$ cat src/desc_fetch_defines.svh
`ifndef DESC_FETCH_DEFINES_SVH
`define DESC_FETCH_DEFINES_SVH

// field widths
`define QUEUE_NUMBER_WIDTH 8
`define QUEUE_INDEX_WIDTH  16
`define DMA_ADDR_WIDTH     64
`define STATUS_WIDTH       8
`define ETH_LEN_WIDTH      16
`define CSUM_WIDTH         8
`define DMA_HEAD_WIDTH     128
`define DMA_DATA_WIDTH     128
`define CNT_WIDTH          32

// bytes read per descriptor
`define DESC_BYTES 16

// descriptor layout in the dma data word
`define DESC_BUF_ADDR_MSB    127
`define DESC_BUF_ADDR_LSB    64
`define DESC_LEN_MSB         47
`define DESC_LEN_LSB         32
`define DESC_CSUM_OFFSET_MSB 31
`define DESC_CSUM_OFFSET_LSB 24
`define DESC_CSUM_START_MSB  23
`define DESC_CSUM_START_LSB  16

// dma read header, all other bits zero
`define HEAD_ADDR_MSB 95
`define HEAD_ADDR_LSB 32
`define HEAD_LEN_MSB  12
`define HEAD_LEN_LSB  0

`endif

$ cat src/desc_fetch_pkg.sv
`include "desc_fetch_defines.svh"

package desc_fetch_pkg;

  // queue manager status
  // only zero means error, every other value is treated as fetch
  typedef enum logic [`STATUS_WIDTH-1:0] {
    STATUS_ERR = 'h00,
    STATUS_OK  = 'hff
  } desc_status_e;

  typedef logic [`QUEUE_NUMBER_WIDTH-1:0] qnum_t;
  typedef logic [`QUEUE_INDEX_WIDTH-1:0]  qindex_t;
  typedef logic [`DMA_ADDR_WIDTH-1:0]     dma_addr_t;
  typedef logic [`ETH_LEN_WIDTH-1:0]      eth_len_t;
  typedef logic [`CSUM_WIDTH-1:0]         csum_t;
  typedef logic [`DMA_DATA_WIDTH-1:0]     dma_data_t;
  typedef logic [`CNT_WIDTH-1:0]          cnt_t;

endpackage

$ cat src/desc_qinfo_table.sv
`timescale 1ns/1ps
`include "desc_fetch_defines.svh"

module desc_qinfo_table
  import desc_fetch_pkg::*;
#(
  parameter int table_depth = 16,
  localparam int ptr_w = $clog2(table_depth) + 1
) (
  input  logic                     clk,
  input  logic                     rst_n,
  input  logic                     req_wr_en,
  input  logic [ptr_w-1:0]         start_ptr,
  input  qnum_t                    desc_req_qnum,
  input  logic                     info_wr_en,
  input  logic [ptr_w-1:0]         info_ptr,
  input  qindex_t                  desc_dequeue_resp_qindex,
  input  dma_addr_t                desc_dequeue_resp_desc_addr,
  input  dma_addr_t                desc_dequeue_resp_cpl_addr,
  input  logic [`STATUS_WIDTH-1:0] desc_dequeue_resp_status,
  input  logic [ptr_w-1:0]         dequeue_ptr,
  input  logic [ptr_w-1:0]         fetch_start_ptr,
  input  logic [ptr_w-1:0]         fetch_finish_ptr,
  input  logic [ptr_w-1:0]         finish_ptr,
  output qnum_t                    desc_dequeue_req_qnum,
  output dma_addr_t                fetch_queue_addr,
  output desc_status_e             fetch_start_status,
  output desc_status_e             fetch_finish_status,
  output logic [`STATUS_WIDTH-1:0] desc_rsp_status,
  output qnum_t                    desc_rsp_qnum,
  output qindex_t                  desc_rsp_qindex,
  output dma_addr_t                desc_rsp_desc_addr,
  output dma_addr_t                desc_rsp_cpl_addr
);

  qnum_t                    qnum_mem      [table_depth];
  qindex_t                  qindex_mem    [table_depth];
  dma_addr_t                desc_addr_mem [table_depth];
  dma_addr_t                cpl_addr_mem  [table_depth];
  logic [`STATUS_WIDTH-1:0] status_mem    [table_depth];

  // queue number, written at request time
  always_ff @(posedge clk or negedge rst_n) begin
    if (!rst_n) begin
      for (int i = 0; i < table_depth; i++) begin
        qnum_mem[i] <= '0;
      end
    end else if (req_wr_en) begin
      qnum_mem[start_ptr[ptr_w-2:0]] <= desc_req_qnum;
    end
  end

  // queue manager info, written as each response arrives
  always_ff @(posedge clk or negedge rst_n) begin
    if (!rst_n) begin
      for (int i = 0; i < table_depth; i++) begin
        qindex_mem[i]    <= '0;
        desc_addr_mem[i] <= '0;
        cpl_addr_mem[i]  <= '0;
        status_mem[i]    <= '0;
      end
    end else if (info_wr_en) begin
      qindex_mem[info_ptr[ptr_w-2:0]]    <= desc_dequeue_resp_qindex;
      desc_addr_mem[info_ptr[ptr_w-2:0]] <= desc_dequeue_resp_desc_addr;
      cpl_addr_mem[info_ptr[ptr_w-2:0]]  <= desc_dequeue_resp_cpl_addr;
      status_mem[info_ptr[ptr_w-2:0]]    <= desc_dequeue_resp_status;
    end
  end

  //********************************************************************
  // read ports at the control pointers
  //********************************************************************

  assign desc_dequeue_req_qnum = qnum_mem[dequeue_ptr[ptr_w-2:0]];
  assign fetch_queue_addr      = desc_addr_mem[fetch_start_ptr[ptr_w-2:0]];
  assign fetch_start_status    = desc_status_e'(status_mem[fetch_start_ptr[ptr_w-2:0]]);
  assign fetch_finish_status   = desc_status_e'(status_mem[fetch_finish_ptr[ptr_w-2:0]]);

  assign desc_rsp_status    = status_mem[finish_ptr[ptr_w-2:0]];
  assign desc_rsp_qnum      = qnum_mem[finish_ptr[ptr_w-2:0]];
  assign desc_rsp_qindex    = qindex_mem[finish_ptr[ptr_w-2:0]];
  assign desc_rsp_desc_addr = desc_addr_mem[finish_ptr[ptr_w-2:0]];
  assign desc_rsp_cpl_addr  = cpl_addr_mem[finish_ptr[ptr_w-2:0]];

endmodule

$ cat config.mk
export PLATFORM = sky130hd
export DESIGN_NAME = desc_qinfo_table
export DESIGN_NICKNAME = d
export VERILOG_FILES = /design/src/desc_fetch_pkg.sv /design/src/desc_qinfo_table.sv
export VERILOG_INCLUDE_DIRS = /design/src
export SDC_FILE = /design/constraint.sdc
export NUM_CORES = 2
export LEC_CHECK = 0
export ABC_CLOCK_PERIOD_IN_PS = 6300
export BUFFER_PORTS_ARGS = -buffer_cell sky130_fd_sc_hd__buf_2
export CORE_MARGIN = 1.5
export CORE_UTILIZATION = 40
export CTS_CLUSTER_SIZE = 28
export DETAILED_ROUTE_END_ITERATION = 8
export PLACE_DENSITY_LB_ADDON = 0.12
export SYNTH_ARGS = -nofsm -noshare
export SYNTH_HDL_FRONTEND = slang
export SYNTH_SLANG_ARGS = --single-unit
$ cat constraint.sdc
create_clock -name clk -period 6.3 [get_ports clk]
set_clock_uncertainty 0.2 [all_clocks]
set_input_delay 0.63 -clock clk [delete_from_list [all_inputs] [get_ports clk]]
set_output_delay 0.63 -clock clk [all_outputs]
set_load 0.05 [all_outputs]
==> metrics.yaml <==
cts:
  htree_levels: 5
  cts_tree: "done"
  cts_resized: 0
  cts_buffer_depth: 4
  cts_buffers: 299
  worstSkewPairLatency_ps: 900
  clkTransAtPathRegs_ps: 60
  cts.sinks: 2560
  cts_root_buf: "clkbuf_16"
  postCtsSetupBuffers: 0
setup_path:
  rrSetupSlack_ps: 5270
  crit_family: "buffers and inverters"
  cp.buffers_inverters: 3
  critPathMaxFanout: 32
  crit_path_frequent_cell: "buf_4"
  critPathArrivalTime_ps: 3690
  endpoint_kind: "primary output"
  slowest_stage: "or2_2"
  cp-start-kind: "input pin"
  crit_required_ps: 5470
  crit_chain: "buf_4, or2_2, buf_4, o22ai_1, nor2_1, buf_2"
  crit_type: "input pin to primary output"
  max_stage_delay_ps: 800
timing:
  hold_violations: 0
  tns_ps: 0
  rsz0062_at_grt: "no"
  setup_viol: 0
  fmax_ghz: 0.221
  fin_crit_sh_pct: 71.8
  report.final.slew_viol_count: 0
  fin_crit_ps: 4520
  max_slew_margin_pct: 17.7
  worstMarginPinSlew_ps: 1230
floorplanning:
  core-area_mm2: 0.308
  rows: 204
  dieHeight_um: 559
  die_area_mm2: 0.313
  start_util_pct: 40.2
  die_x_um: 559
  io_pins: 442
detailed_routing:
  vias: 74690
  drt-wirelength-per-cell_um: 31.4
  wl_um: 392000
  drt_iter0_markers: 5025
  drt-vias-per-instance: 5.98
  ant_nets: 0
  dr.pass1.iters: 7
  drc: 0
place:
  hpwl_um: 219000
  place.gp.congestion: 0.772
  io_buffers: 435
  post-place-cells: 11768
final_layout:
  final-seq-area_mm2: 0.0641
  multiInputGateArea_mm2: 0.0566
  layout-drive-gt1-share_pct: 52.8
  final_core_util_pct: 46.1
  final_nets: 8304
  area_delta_synth_final_pct: 14.8
  fill_cells: 27173
  instances_no_fill: 12483
global_route:
  overflow: 0
  grt_pass1_wl_um: 578000
  antenna_found_initial: 64
  grt_usage_pct: 24.9
  grt_max_degree: 179
  grt_pass1_vias: 80622
synthesis:
  ys_seq_area_share_pct: 51.7
  syn_nets: 7983
  yosys_warnings: 0
  synth_edf_count: 0
  synth_cells: 7789
  synth_flop_cell: "dfrtp_1"
  ys_types: 30
  syn_area_per_cell_um2: 15.9
  syn-cell-area_mm2: 0.124
  synthArstFlopShare_pct: 100
  ys_seq_elements: 2560
flow_run:
  max_cap_viol_count: 0
power:
  vdd_drop_max_uv: 257
  leakagePower_uw: 0.0600
  power_uw: 52000
  p_per_area_mw_per_mm2: 366
status:
  status: "completed"
hold_path:
  min_path_type: "input pin to async pin"
-- cells by family after synthesis --
kind of cell / count (synthesis) / synth area share, %
AOI/OAI and AO/OA: 520 / 3.13
buffers and inverters: 765 / 2.73
DFF: 2560 / 51.7
muxes: 3594 / 41.2
and+or+nand+nor: 350 / 1.18
-- registers in the layout, indices dropped and copies added (netlist names) --
register,cells
cpl_addr_mem,1024
qindex_mem,256
qnum_mem,128
status_mem,128
desc_addr_mem,1024
-- synthesized netlist by cell type (15+ instances only) --
master	instances	area (µm²)
buf_4	15	113
a41o_1	18	180
nor2b_1	15	93.8
mux4_2	950	21400
buf_2	322	1610
nor2_1	71	267
mux2i_1	84	841
mux2_1	240	2700
clkbuf_1	377	1420
buf_1	43	161
a22o_1	18	158
dfrtp_1	2560	64100
a22oi_1	396	2970
o22ai_1	76	475
mux2_2	2320	26100
nand2_1	228	856
-- metrics by stage --
step | area [µm²] | setup slack, ps | hold WS (ps)
2_1_floorplan | 124000 | 2550 | 134
3_3_place_gp | 130000 | 1760 | 269
3_5_place_dp | 130000 | 1840 | 276
4_1_cts | 142000 | 1840 | 200
5_1_grt | 142000 | 1780 | 278
6_report | 142000 | 1780 | 224
-- where the power goes --
part | switching [µW] | internal, µW
clock network | 7250 | 10700
logic | 5360 | 6100
registers | 2300 | 20300
-- final timing paths --
kind                                                startpoint                             end  cells past startpoint
worst min register to register      qindex_mem[61]$_DFFE_PN0P_      qindex_mem[61]$_DFFE_PN0P_                      1
max in group asynchronous                                rst_n   cpl_addr_mem[453]$_DFFE_PN0P_                      3
worst max-delay path                             finish_ptr[3]           desc_rsp_cpl_addr[55]                      6
min in group clk                    qindex_mem[61]$_DFFE_PN0P_      qindex_mem[61]$_DFFE_PN0P_                      1
worst max register to register  desc_addr_mem[501]$_DFFE_PN0P_  desc_addr_mem[501]$_DFFE_PN0P_                      1
worst min-delay path                                     rst_n  desc_addr_mem[793]$_DFFE_PN0P_                      2
-- repair_timing --
action,in CTS,in global routing
hold endpoints to repair,2636,0
hold buffers,161,0
setup endpoints to repair,0,0
-- per-layer routing --
layer	up-vias	routed length, µm	GRT usage (%)
met5	-	216	0
met4	36	11600	7.27
met3	625	21100	4.42
met2	1848	187000	40.3
met1	41585	172000	34.4
li1	30596	-	-
-- area by class of cell --
cell class / count / area share, %
Sequential cell: 2560 / 45.1
Multi-Input combinational cell: 4464 / 39.8
Clock buffer: 435 / 6.19
Timing Repair Buffer: 784 / 4.32
Tap cell: 4120 / 3.63
Clock inverter: 96 / 0.909
Antenna cell: 23 / 0.0405
Inverter: 1 / 0.00264
-- layout by cell type (no fill, tap or decap), types with 7 or more instances in the layout --
| master | count |
|---|---|
| nand2b_1 | 7 |
| dfrtp_1 | 2560 |
| nor2_1 | 57 |
| buf_12 | 71 |
| mux2i_1 | 84 |
| clkbuf_8 | 72 |
| mux2_1 | 240 |
| a22o_1 | 18 |
| buf_2 | 428 |
| buf_4 | 119 |
| clkbuf_16 | 303 |
| o22ai_1 | 76 |
| diode_2 | 23 |
| nor2_4 | 13 |
| mux4_2 | 950 |
| bufinv_16 | 23 |
| mux2_2 | 2320 |
| nor2b_4 | 9 |
| nand2_1 | 226 |
| clkbuf_1 | 60 |
| clkinv_2 | 43 |
| dlygate4sd3_1 | 161 |
| a22oi_1 | 396 |
| a41o_1 | 18 |
| inv_6 | 10 |
Note: power is estimated with default switching activity, not from simulation.
