--- config.mk ---
export PLATFORM = sky130hd
export DESIGN_NAME = desc_dma_fetch
export DESIGN_NICKNAME = d
export VERILOG_FILES = /design/src/desc_fetch_pkg.sv /design/src/desc_dma_fetch.sv
export VERILOG_INCLUDE_DIRS = /design/src
export SDC_FILE = /design/constraint.sdc
export NUM_CORES = 2
export LEC_CHECK = 0
export ABC_AREA = 1
export BUFFER_PORTS_ARGS = -buffer_cell sky130_fd_sc_hd__buf_2
export CELL_PAD_IN_SITES_DETAIL_PLACEMENT = 1
export CELL_PAD_IN_SITES_GLOBAL_PLACEMENT = 2
export CORE_UTILIZATION = 33
export DETAILED_ROUTE_END_ITERATION = 8
export GPL_TIMING_DRIVEN = 0
export PLACE_DENSITY = 0.81
export SYNTH_ARGS = -nofsm -noshare
export SYNTH_HDL_FRONTEND = slang
export SYNTH_SLANG_ARGS = --single-unit
--- constraint.sdc ---
create_clock -name clk -period 1.1 [get_ports clk]
set_clock_uncertainty 0.05 [all_clocks]
set_input_delay 0.11 -clock clk [delete_from_list [all_inputs] [get_ports clk]]
set_output_delay 0.11 -clock clk [all_outputs]
set_load 0.02 [all_outputs]
--- src/desc_fetch_defines.svh ---
`ifndef DESC_FETCH_DEFINES_SVH
`define DESC_FETCH_DEFINES_SVH

// field widths
`define QUEUE_NUMBER_WIDTH 8
`define QUEUE_INDEX_WIDTH  16
`define DMA_ADDR_WIDTH     64
`define STATUS_WIDTH       8
`define ETH_LEN_WIDTH      16
`define CSUM_WIDTH         8
`define DMA_HEAD_WIDTH     128
`define DMA_DATA_WIDTH     128
`define CNT_WIDTH          32

// bytes read per descriptor
`define DESC_BYTES 16

// descriptor layout in the dma data word
`define DESC_BUF_ADDR_MSB    127
`define DESC_BUF_ADDR_LSB    64
`define DESC_LEN_MSB         47
`define DESC_LEN_LSB         32
`define DESC_CSUM_OFFSET_MSB 31
`define DESC_CSUM_OFFSET_LSB 24
`define DESC_CSUM_START_MSB  23
`define DESC_CSUM_START_LSB  16

// dma read header, all other bits zero
`define HEAD_ADDR_MSB 95
`define HEAD_ADDR_LSB 32
`define HEAD_LEN_MSB  12
`define HEAD_LEN_LSB  0

`endif

--- src/desc_fetch_pkg.sv ---
`include "desc_fetch_defines.svh"

package desc_fetch_pkg;

  // queue manager status
  // only zero means error, every other value is treated as fetch
  typedef enum logic [`STATUS_WIDTH-1:0] {
    STATUS_ERR = 'h00,
    STATUS_OK  = 'hff
  } desc_status_e;

  typedef logic [`QUEUE_NUMBER_WIDTH-1:0] qnum_t;
  typedef logic [`QUEUE_INDEX_WIDTH-1:0]  qindex_t;
  typedef logic [`DMA_ADDR_WIDTH-1:0]     dma_addr_t;
  typedef logic [`ETH_LEN_WIDTH-1:0]      eth_len_t;
  typedef logic [`CSUM_WIDTH-1:0]         csum_t;
  typedef logic [`DMA_DATA_WIDTH-1:0]     dma_data_t;
  typedef logic [`CNT_WIDTH-1:0]          cnt_t;

endpackage

--- src/desc_dma_fetch.sv ---
`timescale 1ns/1ps
`include "desc_fetch_defines.svh"

module desc_dma_fetch
  import desc_fetch_pkg::*;
#(
  parameter int table_depth = 16,
  localparam int ptr_w = $clog2(table_depth) + 1
) (
  input  logic                       clk,
  input  logic                       rst_n,
  input  dma_addr_t                  fetch_queue_addr,
  input  logic                       desc_wr_en,
  input  logic [ptr_w-1:0]           fetch_finish_ptr,
  input  dma_data_t                  desc_dma_rsp_data,
  input  logic [ptr_w-1:0]           finish_ptr,
  output logic [`DMA_HEAD_WIDTH-1:0] desc_dma_req_head,
  output eth_len_t                   desc_rsp_length,
  output dma_addr_t                  desc_rsp_dma_addr,
  output csum_t                      desc_rsp_csum_start,
  output csum_t                      desc_rsp_csum_offset
);

  localparam int head_len_w = `HEAD_LEN_MSB - `HEAD_LEN_LSB + 1;

  dma_addr_t buf_addr_mem    [table_depth];
  eth_len_t  len_mem         [table_depth];
  csum_t     csum_start_mem  [table_depth];
  csum_t     csum_offset_mem [table_depth];

  // read header, queue address plus fixed byte length
  always_comb begin
    desc_dma_req_head = '0;
    desc_dma_req_head[`HEAD_ADDR_MSB:`HEAD_ADDR_LSB] = fetch_queue_addr;
    desc_dma_req_head[`HEAD_LEN_MSB:`HEAD_LEN_LSB]   = head_len_w'(`DESC_BYTES);
  end

  //********************************************************************
  // descriptor parse and store
  //********************************************************************

  // skipped entries leave their slot untouched
  always_ff @(posedge clk or negedge rst_n) begin
    if (!rst_n) begin
      for (int i = 0; i < table_depth; i++) begin
        buf_addr_mem[i]    <= '0;
        len_mem[i]         <= '0;
        csum_start_mem[i]  <= '0;
        csum_offset_mem[i] <= '0;
      end
    end else if (desc_wr_en) begin
      buf_addr_mem[fetch_finish_ptr[ptr_w-2:0]] <=
        desc_dma_rsp_data[`DESC_BUF_ADDR_MSB:`DESC_BUF_ADDR_LSB];
      len_mem[fetch_finish_ptr[ptr_w-2:0]] <=
        desc_dma_rsp_data[`DESC_LEN_MSB:`DESC_LEN_LSB];
      csum_start_mem[fetch_finish_ptr[ptr_w-2:0]] <=
        desc_dma_rsp_data[`DESC_CSUM_START_MSB:`DESC_CSUM_START_LSB];
      csum_offset_mem[fetch_finish_ptr[ptr_w-2:0]] <=
        desc_dma_rsp_data[`DESC_CSUM_OFFSET_MSB:`DESC_CSUM_OFFSET_LSB];
    end
  end

  assign desc_rsp_dma_addr    = buf_addr_mem[finish_ptr[ptr_w-2:0]];
  assign desc_rsp_length      = len_mem[finish_ptr[ptr_w-2:0]];
  assign desc_rsp_csum_start  = csum_start_mem[finish_ptr[ptr_w-2:0]];
  assign desc_rsp_csum_offset = csum_offset_mem[finish_ptr[ptr_w-2:0]];

endmodule

==> run summary <==
====================================================================================
Non-Filler Cell Area, Final ...........................................   93000 um^2
Post-route non-filler standard cell count .............................        13.9k
Half-perimeter wire length after detailed placement ...................    249000 um
Slack of the critical path ............................................     -1.23 ns
CTS H-tree lvls .......................................................            4
Share of Yosys cell area claimed by the top area cell type ............        51.1%
Synthesized area per cell .............................................    7.45 um^2
Via count of the first global-routing pass ............................        73.3k
Count of state elements after synthesis ...............................         1536
Share of flip-flops with an asynchronous set or reset after synthesis .         100%
Clock latency at the later pin of the worst-skew pair .................      0.89 ns
Startpoint Class ......................................................    input pin
Post-Synthesis Cells ..................................................        10.1k
Required arrival time at the worst endpoint ...........................      0.94 ns
First-pass GRT wire length ............................................    518000 um
Crit Reg-Reg Endpoint ................................................. buf_addr_mem[748]
Area of placed instances ..............................................   81400 um^2
R2R depth .............................................................            4
Final setup violating endpoints .......................................          434
Total of warnings raised by yosys .....................................            0
Switching power .......................................................      56.2 mW
Reported leakage power ................................................      46.4 nW
Violations in the final reports ....................................... negative hold slack, negative setup slack
Number of clock sinks .................................................         1536
Layout-stage area growth over the synthesis result ....................        23.6%
Vias ..................................................................        73.0k
Part of the total power dissipated in the clock network ...............        35.9%
Total Routing Usage GR ................................................        31.1%
Core occupancy in the finished layout .................................        41.2%
Hold Worst Slack ......................................................    -0.863 ns
# placed instances ....................................................        13.3k
Max_slew headroom .....................................................        22.5%
Comb pwr share ........................................................        21.4%
Die area ..............................................................  230000 um^2
Global placer's final weighted congestion .............................        0.894
Flip-flop cell with the highest count after synthesis ................. sky130_fd_sc_hd__dfrtp_1
Clock root buffer ..................................................... sky130_fd_sc_hd__clkbuf_16
Number of max-cap violations ..........................................            0
Detailed Route Iter0 Violations .......................................         7106
Initial antenna violation count .......................................           51
Status ................................................................ finished with violations
Total wire length after detailed routing ..............................    363000 um
Layout Nets ...........................................................        10.9k
Largest net degree at the start of global routing .....................          165
Overflow left after global routing ....................................            0
Largest area contributor in the netlist ............................... sky130_fd_sc_hd__dfrtp_1
Total chip power ......................................................       174 mW
Number of distinct library cells after synthesis ......................           18
Io pins ...............................................................          429
Remaining number of nets flagged by the antenna check after routing ...            0
Starting density of the core ..........................................        33.3%
Vias per cell .........................................................         5.26
Data arrival time of the worst path ...................................      2.17 ns
Largest vdd supply drop ...............................................    0.00164 V
Worst reg2reg path startpoint ......................................... buf_addr_mem[748]
Highest Clock Rate ....................................................      429 MHz
Dpl ws ................................................................     -1.99 ns
Internal Dissipation ..................................................       118 mW
Final slew viol count .................................................            0
CTS tree ..............................................................        built
Worst Max-Slew Pin Slew ...............................................      1.16 ns
Clock transition at the registers of the reported paths ...............      0.06 ns
Sequential share of power .............................................        42.7%
Maximum clock insertion buffer count ..................................            3
Crit-path max FO ......................................................           10
Routed wire per std cell ..............................................      26.1 um
Switch share ..........................................................        32.3%
Power density cells ................................................... 1870 nW/um^2
Placeable core area ...................................................  226000 um^2
Setup repair after global routing missed its margin ...................         true
Final Hold Vio Count ..................................................          515
First-pass detailed-route iteration total .............................            6
Number of enable flip-flop cells after synthesis ......................            0
Type of the most critical hold path ...................................     in2async
Element type at the critical path end .................................  output port
Part of the Yosys area used for sequential elements ...................        51.1%
Number of remaining DRC errors ........................................            0
Tmin final ............................................................      2.33 ns
DIE WIDTH .............................................................       480 um
Register-to-register path setup slack .................................      0.11 ns
Most frequent cell after synthesis .................................... sky130_fd_sc_hd__nand2_1
Total CTS buffers .....................................................          181
# port buffers ........................................................          166
Overall die height ....................................................       480 um
Tcrit/Tclk final ......................................................         212%
Cts-stage hold buffer count ...........................................           96
Category of the most critical setup path ..............................       in2out
Standard-cell row count ...............................................          174
List of most frequent post-synthesis cells ............................ sky130_fd_sc_hd__nand2_1, sky130_fd_sc_hd__dfrtp_1, sky130_fd_sc_hd__o21ai_0
Fraction of layout instances using a drive strength above 1 ...........        17.4%
Setup TNS .............................................................   -112.27 ns
Top cells by area, synth .............................................. sky130_fd_sc_hd__dfrtp_1, sky130_fd_sc_hd__nand2_1, sky130_fd_sc_hd__o21ai_0
Area of the mapped netlist ............................................   75200 um^2
====================================================================================
power groups by stage:
stage / Clock, mW / Combinational, mW / Sequential [mW]
finish: 62.5 / 37.3 / 74.2
global route: 65.1 / 41.7 / 75.4
CTS: 63.1 / 35.5 / 74.0
detailed placement: 0 / 32.9 / 74.9
global placement: 0 / 30.7 / 74.8
floorplan: 0 / 22.1 / 73.4
cells by family (layout without fill, tap and decap cells):
group | count (synthesis) | in the layout | share of synthesized area, %
AOI/OAI and AO/OA | 1536 | 1536 | 10.2
buffers and inverters | 2312 | 2995 | 13.2
DFF | 1536 | 1536 | 51.1
other | 2 | 109 | 0.00998
and+or+nand+nor | 4712 | 4712 | 25.5
worst max-delay path by stage:
stage	slack, ns	end	depth (start not counted)	startpoint
floorplan	-0.12	desc_rsp_csum_offset[1]	9	finish_ptr[0]
CTS	-1.13	desc_rsp_csum_start[2]	7	csum_start_mem[42]
global placement	-36.12	buf_addr_mem[503]	1	rst_n
finish	-1.23	desc_rsp_length[3]	7	finish_ptr[3]
global route	-1.15	desc_rsp_length[3]	7	finish_ptr[3]
detailed placement	-1.99	desc_rsp_length[15]	8	finish_ptr[2]
what timing repair did:
item                                    in CTS  in global routing
setup buffers                               28                 46
gates cloned                                 5                  4
endpoints found under the setup margin    2092               1398
endpoints found under the hold margin     2120                472
gates resized for setup                    602                423
pin swaps                                  214                245
registers in the layout (all words and copies together) (netlist names):
signal	flops
buf_addr_mem	1024
csum_offset_mem	128
csum_start_mem	128
len_mem	256
worst max-delay path: stages:
cell and delay (ns):
sky130_fd_sc_hd__buf_4 0.37, sky130_fd_sc_hd__clkinv_2 0.34, sky130_fd_sc_hd__buf_4 0.35, sky130_fd_sc_hd__clkbuf_2 0.38, sky130_fd_sc_hd__nand3_1 0.31, sky130_fd_sc_hd__nand2_2 0.10, sky130_fd_sc_hd__buf_2 0.16
area by class of cell:
| type | count | area (um^2) |
|---|---|---|
| Antenna cell | 45 | 113 |
| Tap cell | 2992 | 3740 |
| Multi-Input combinational cell | 6312 | 30200 |
| Clock inverter | 52 | 643 |
| Timing Repair Buffer | 357 | 3510 |
| Clock buffer | 278 | 5420 |
| Inverter | 1433 | 5380 |
| Sequential cell | 1536 | 38400 |
| Buffer | 875 | 5560 |
| Fill cell | 27400 | 133000 |
layout by cell type (no fill, tap or decap), drive strengths merged:
master            n
nand4             1
diode            45
clkinv           32
clkdlybuf4s15     1
or2              17
dfrtp          1536
nor3              1
dlygate4sd3      96
nor2            328
clkinvlp          7
nand3          1175
o21ai          1536
bufinv            8
bufbuf            4
nand2          3190
clkbuf          604
conb             64
inv            1438
buf             805
routing by layer:
metal,GRT usage (%),up-vias,routed length (um),share of wire [%]
met1,41.8,37200,154000,42
met4,15.1,18,17600,4.8
met5,0,-,117,0.032
met3,6.01,749,27900,7.7
li1,-,32200,-,-
met2,47.8,2850,163000,45
Power figures use the tool's default switching activity.
