==> src/desc_fetch_defines.svh <==
`ifndef DESC_FETCH_DEFINES_SVH
`define DESC_FETCH_DEFINES_SVH

// field widths
`define QUEUE_NUMBER_WIDTH 8
`define QUEUE_INDEX_WIDTH  16
`define DMA_ADDR_WIDTH     64
`define STATUS_WIDTH       8
`define ETH_LEN_WIDTH      16
`define CSUM_WIDTH         8
`define DMA_HEAD_WIDTH     128
`define DMA_DATA_WIDTH     128
`define CNT_WIDTH          32

// bytes read per descriptor
`define DESC_BYTES 16

// descriptor layout in the dma data word
`define DESC_BUF_ADDR_MSB    127
`define DESC_BUF_ADDR_LSB    64
`define DESC_LEN_MSB         47
`define DESC_LEN_LSB         32
`define DESC_CSUM_OFFSET_MSB 31
`define DESC_CSUM_OFFSET_LSB 24
`define DESC_CSUM_START_MSB  23
`define DESC_CSUM_START_LSB  16

// dma read header, all other bits zero
`define HEAD_ADDR_MSB 95
`define HEAD_ADDR_LSB 32
`define HEAD_LEN_MSB  12
`define HEAD_LEN_LSB  0

`endif

==> src/desc_fetch_pkg.sv <==
`include "desc_fetch_defines.svh"

package desc_fetch_pkg;

  // queue manager status
  // only zero means error, every other value is treated as fetch
  typedef enum logic [`STATUS_WIDTH-1:0] {
    STATUS_ERR = 'h00,
    STATUS_OK  = 'hff
  } desc_status_e;

  typedef logic [`QUEUE_NUMBER_WIDTH-1:0] qnum_t;
  typedef logic [`QUEUE_INDEX_WIDTH-1:0]  qindex_t;
  typedef logic [`DMA_ADDR_WIDTH-1:0]     dma_addr_t;
  typedef logic [`ETH_LEN_WIDTH-1:0]      eth_len_t;
  typedef logic [`CSUM_WIDTH-1:0]         csum_t;
  typedef logic [`DMA_DATA_WIDTH-1:0]     dma_data_t;
  typedef logic [`CNT_WIDTH-1:0]          cnt_t;

endpackage

==> src/desc_fetch_ctrl.sv <==
`timescale 1ns/1ps

module desc_fetch_ctrl
  import desc_fetch_pkg::*;
#(
  parameter int table_depth = 16,
  localparam int ptr_w = $clog2(table_depth) + 1
) (
  input  logic             clk,
  input  logic             rst_n,
  input  logic             desc_req_valid,
  input  logic             desc_dequeue_req_ready,
  input  logic             desc_dequeue_resp_valid,
  input  logic             desc_dma_req_ready,
  input  logic             desc_dma_rsp_valid,
  input  logic             desc_rsp_ready,
  input  desc_status_e     fetch_start_status,
  input  desc_status_e     fetch_finish_status,
  output logic             desc_req_ready,
  output logic             desc_dequeue_req_valid,
  output logic             desc_dma_req_valid,
  output logic             desc_dma_rsp_ready,
  output logic             desc_rsp_valid,
  output logic [ptr_w-1:0] start_ptr,
  output logic [ptr_w-1:0] dequeue_ptr,
  output logic [ptr_w-1:0] info_ptr,
  output logic [ptr_w-1:0] fetch_start_ptr,
  output logic [ptr_w-1:0] fetch_finish_ptr,
  output logic [ptr_w-1:0] finish_ptr,
  output logic             req_wr_en,
  output logic             info_wr_en,
  output logic             desc_wr_en,
  output cnt_t             desc_fetch_req_cnt,
  output cnt_t             desc_fetch_rsp_cnt,
  output cnt_t             desc_fetch_error_cnt
);

  logic [ptr_w-1:0] live_cnt;
  logic             dequeue_en;
  logic             fetch_pending;
  logic             fetch_skip;
  logic             fetch_start_en;
  logic             finish_pending;
  logic             finish_skip;
  logic             rsp_en;

  //********************************************************************
  // handshake decisions
  //********************************************************************

  // table is full once the live count reaches the depth
  assign live_cnt       = start_ptr - finish_ptr;
  assign desc_req_ready = live_cnt < ptr_w'(table_depth);
  assign req_wr_en      = desc_req_valid && desc_req_ready;

  assign desc_dequeue_req_valid = dequeue_ptr != start_ptr;
  assign dequeue_en             = desc_dequeue_req_valid && desc_dequeue_req_ready;

  // queue manager answers in order, one entry per pulse
  assign info_wr_en = desc_dequeue_resp_valid;

  // issue side of the dma read, error entries step over it
  assign fetch_pending      = fetch_start_ptr != info_ptr;
  assign fetch_skip         = fetch_pending && (fetch_start_status == STATUS_ERR);
  assign desc_dma_req_valid = fetch_pending && !fetch_skip;
  assign fetch_start_en     = (desc_dma_req_valid && desc_dma_req_ready) || fetch_skip;

  // completion side, oldest outstanding entry only
  assign finish_pending     = fetch_finish_ptr != fetch_start_ptr;
  assign finish_skip        = finish_pending && (fetch_finish_status == STATUS_ERR);
  assign desc_dma_rsp_ready = finish_pending && !finish_skip;
  assign desc_wr_en         = desc_dma_rsp_valid && desc_dma_rsp_ready;

  assign desc_rsp_valid = finish_ptr != fetch_finish_ptr;
  assign rsp_en         = desc_rsp_valid && desc_rsp_ready;

  //********************************************************************
  // circular table pointers
  //********************************************************************

  always_ff @(posedge clk or negedge rst_n) begin
    if (!rst_n) begin
      start_ptr        <= '0;
      dequeue_ptr      <= '0;
      info_ptr         <= '0;
      fetch_start_ptr  <= '0;
      fetch_finish_ptr <= '0;
      finish_ptr       <= '0;
    end else begin
      if (req_wr_en) begin
        start_ptr <= start_ptr + 1'b1;
      end
      if (dequeue_en) begin
        dequeue_ptr <= dequeue_ptr + 1'b1;
      end
      if (info_wr_en) begin
        info_ptr <= info_ptr + 1'b1;
      end
      if (fetch_start_en) begin
        fetch_start_ptr <= fetch_start_ptr + 1'b1;
      end
      if (desc_wr_en || finish_skip) begin
        fetch_finish_ptr <= fetch_finish_ptr + 1'b1;
      end
      if (rsp_en) begin
        finish_ptr <= finish_ptr + 1'b1;
      end
    end
  end

  // statistics
  always_ff @(posedge clk or negedge rst_n) begin
    if (!rst_n) begin
      desc_fetch_req_cnt   <= '0;
      desc_fetch_rsp_cnt   <= '0;
      desc_fetch_error_cnt <= '0;
    end else begin
      if (dequeue_en) begin
        desc_fetch_req_cnt <= desc_fetch_req_cnt + 1'b1;
      end
      if (rsp_en) begin
        desc_fetch_rsp_cnt <= desc_fetch_rsp_cnt + 1'b1;
      end
      if (fetch_skip) begin
        desc_fetch_error_cnt <= desc_fetch_error_cnt + 1'b1;
      end
    end
  end

endmodule

==> config.mk <==
export PLATFORM = sky130hd
export DESIGN_NAME = desc_fetch_ctrl
export DESIGN_NICKNAME = d
export VERILOG_FILES = /design/src/desc_fetch_pkg.sv /design/src/desc_fetch_ctrl.sv
export VERILOG_INCLUDE_DIRS = /design/src
export SDC_FILE = /design/constraint.sdc
export NUM_CORES = 1
export LEC_CHECK = 0
export BUFFER_PORTS_ARGS = -buffer_cell sky130_fd_sc_hd__buf_2
export CORE_MARGIN = 1
export CORE_UTILIZATION = 48
export DETAILED_ROUTE_END_ITERATION = 16
export GPL_TIMING_DRIVEN = 0
export PLACE_DENSITY = 0.76
export SLEW_MARGIN = 20
export SYNTH_ARGS = -nofsm -noshare
export SYNTH_HDL_FRONTEND = slang
export SYNTH_SLANG_ARGS = --single-unit
==> constraint.sdc <==
create_clock -name clk -period 1.83 [get_ports clk]
set_input_delay 0.183 -clock clk [delete_from_list [all_inputs] [get_ports clk]]
set_output_delay 0.183 -clock clk [all_outputs]
set_load 0.03 [all_outputs]
==> flow_summary.json <==
{
  "worst_clock_skew_ps": 6.702,
  "cts_tree": "yes",
  "ys_seq_elements": 126,
  "fillers": 816,
  "min_period_ps": 2181,
  "antenna_cells": 0,
  "fin_nets": 798,
  "relSlewSlack": 0.5869,
  "peakVddDrop_v": 0.001036,
  "design.die.area_sq_um": 13270,
  "drtIter0Drc": 339,
  "fin_ws_ps": -350.8,
  "grtUsageTotal": 0.2384,
  "min-delay-path-class": "in -> reg",
  "power_density_nw_per_um2": 1512,
  "crit_chain": "ha_4 > a2111oi_4 > o21a_1 > nor2_2 > buf_6",
  "slowest_delay_ps": 440,
  "drcViolationCount": 0,
  "crit_arrival_ps": 2000,
  "gp_congestion": 0.8208,
  "required_ps": 1650,
  "finalWirelength_um": 15790,
  "finalSetupViolCount": 26,
  "firstDrtPassIters": 4,
  "outcome": "finished, violations left",
  "slowest_stage": "dfrtp_2",
  "core-area_sq_um": 12260,
  "antenna_found_initial": 0,
  "synth_cells": 532,
  "grt_pass1_wl_um": 24230,
  "io_buffers": 157,
  "die-height_um": 115.2,
  "worstPathMaxFanout": 4,
  "timing.fmax_mhz": 458.6,
  "final_cell_mix": "buf_2 (150), dfrtp_1 (87), xnor2_1 (83)",
  "cts_root_buf": "clkbuf_16",
  "violations": "negative setup slack",
  "startpoint_type": "register",
  "syn_area_per_cell_sq_um": 11.56,
  "row_count": 40,
  "initial_utilization": 0.5015,
  "area_growth_pct": 43.48,
  "route.vias.total": 5074,
  "antenna_left": 0,
  "wl_per_cell_um": 16.76,
  "crit_path_end_kind": "primary output",
  "rsz0062_at_grt": "yes",
  "yosysWarnings": 0,
  "hold_viol": 0,
  "cap_violations": 0,
  "fin_util": 0.7196,
  "slew_viol_final": 0,
  "grt_max_degree": 72,
  "cts.sinks": 126,
  "hpwl_um": 9974,
  "grt_pass1_vias": 4977,
  "fin_tns_setup_ps": -2640,
  "layout_commonest_cell": "buf_2",
  "yosysSeqAreaShare": 0.5127,
  "fin_crit_sh": 1.192,
  "htreeDepth": 4,
  "gr-total-overflow": 0,
  "routed_via_density": 5.386,
  "power_leakage_nw": 4.245,
  "clk_latency_ps": 420,
  "clk_pin_slew_ps": 50,
  "clockBufferDepth": 2,
  "drive_gt1_frac": 0.4871,
  "worstMarginPinSlew_ps": 614.0,
  "syn_area_sq_um": 6150,
  "pin_count": 158,
  "worstSetupPathType": "reg -> out",
  "die_w_um": 115.2,
  "numCtsBuffers": 17,
  "ys_types": 45,
  "synth_nets": 568
}
cell type report:
cell class / count / area (sq um) / share of cell area
well taps: 168 / 210.2 / 0.02382
flip-flops and latches: 126 / 3202 / 0.3629
multi-input cells: 384 / 3427 / 0.3884
inverters: 13 / 51.30 / 0.005814
repair buffers: 212 / 1356 / 0.1537
clock inverters: 3 / 15.01 / 0.001702
plain buffers: 8 / 75.07 / 0.008508
clock buffers: 28 / 486.7 / 0.05516
synth_stat cells:
cell | instances | area [sq um]
or2_1 | 1 | 6.260
ha_1 | 12 | 150.1
o21ai_1 | 2 | 10.01
and3_1 | 19 | 118.9
inv_1 | 12 | 45.04
a21oi_1 | 3 | 15.01
o211ai_4 | 1 | 21.27
mux2_2 | 5 | 56.30
or4_1 | 1 | 7.510
o211ai_2 | 1 | 12.51
mux2_1 | 3 | 33.78
nor4_2 | 2 | 25.02
o21a_1 | 2 | 15.01
nor3_1 | 12 | 60.06
a2111oi_4 | 2 | 55.05
xnor2_1 | 97 | 849.6
nand4_4 | 1 | 21.27
buf_4 | 1 | 7.510
a211oi_2 | 2 | 25.02
nor4_1 | 5 | 31.28
buf_2 | 6 | 30.03
nand3_1 | 41 | 205.2
dfrtp_1 | 126 | 3153
buf_6 | 1 | 11.26
nand4_1 | 43 | 269.0
a2bb2oi_1 | 1 | 8.760
nor3_2 | 10 | 100.1
and4_1 | 8 | 70.07
nor2_1 | 16 | 60.06
and2_1 | 8 | 50.05
nand2b_1 | 2 | 12.51
a21boi_1 | 3 | 22.52
clkbuf_1 | 1 | 3.750
a41oi_1 | 1 | 8.760
nand2_1 | 31 | 116.4
xor2_1 | 41 | 359.1
or3_1 | 1 | 6.260
nor2_2 | 1 | 6.260
a21boi_2 | 1 | 11.26
and4_4 | 1 | 11.26
inv_2 | 1 | 3.750
nor3_4 | 1 | 16.27
nor4_4 | 1 | 21.27
a2111oi_2 | 1 | 15.01
or3_4 | 1 | 11.26
layer usage:
layer  part of all wire  global-route usage  up-vias
met5                  0                   0        -
met4              0.026              0.1264        0
met3              0.054             0.05799       39
met2               0.51              0.3920      204
met1               0.41              0.2910     2495
li1                   -                   -     2336
repair_timing:
action / in CTS / in global routing
pin swaps: 16 / 39
setup buffers: 28 / 25
hold buffers: 1 / 0
cloned: 0 / 1
endpoints found under the setup margin: 71 / 92
gates resized for setup: 41 / 85
hold endpoints to repair: 55 / 0
critical path, delay by kind of cell (launching register included):
family	cells	cell delay (ps)
and+or+nand+nor	1	70
DFF	1	440
buffers and inverters	1	150
AOI/OAI and AO/OA	2	680
adders and majority gates	1	250
state kept, by name, indices dropped and copies added, names as in the netlist:
signal                count
dequeue_ptr               5
desc_fetch_error_cnt     32
desc_fetch_req_cnt       32
desc_fetch_rsp_cnt       32
fetch_finish_ptr          5
fetch_start_ptr           5
finish_ptr                5
info_ptr                  5
start_ptr                 5
power breakdown:
part | switching, mW | internal [mW]
registers | 0.762 | 3.35
logic | 3.61 | 2.71
clock network | 1.13 | 1.78
cells by family after synthesis:
| kind of cell | count (synthesis) | synth area share |
|---|---|---|
| simple gates | 206 | 0.1994 |
| xor+xnor | 138 | 0.1965 |
| flops | 126 | 0.5127 |
| buf+inv | 22 | 0.01648 |
| compound gates | 20 | 0.03581 |
| fa+ha+maj | 12 | 0.02441 |
| mux | 8 | 0.01465 |
stage by stage:
| step | cell area, sq um | hold slack [ps] | worst slack [ps] | power [mW] | std cells |
|---|---|---|---|---|---|
| floorplan | 6251 | -112.6 | -134.6 | 7.289 | 532 |
| global placement | 7247 | 451.0 | -1220 | 8.340 | 857 |
| detailed placement | 7281 | 181.5 | -253.4 | 8.494 | 858 |
| CTS | 8163 | 18.36 | -335.5 | 12.33 | 917 |
| global route | 8823 | 41.20 | -419.4 | 14.02 | 942 |
| finish | 8823 | 45.35 | -350.8 | 13.34 | 942 |
path summary, 6_finish.rpt:
check,start,endpoint,slack [ps],cells past startpoint
worst max-delay path,start_ptr[1],desc_req_ready,-350,5
worst min-delay path,desc_dequeue_resp_valid,info_ptr[0],50,2
worst max register to register,finish_ptr[1],desc_fetch_rsp_cnt[26],-180,9
worst min register to register,desc_fetch_error_cnt[31],desc_fetch_error_cnt[31],470,1
max in group asynchronous,rst_n,desc_fetch_error_cnt[23],800,3
min in group asynchronous,rst_n,dequeue_ptr[0],310,2
(Power assumes the default switching activity.)
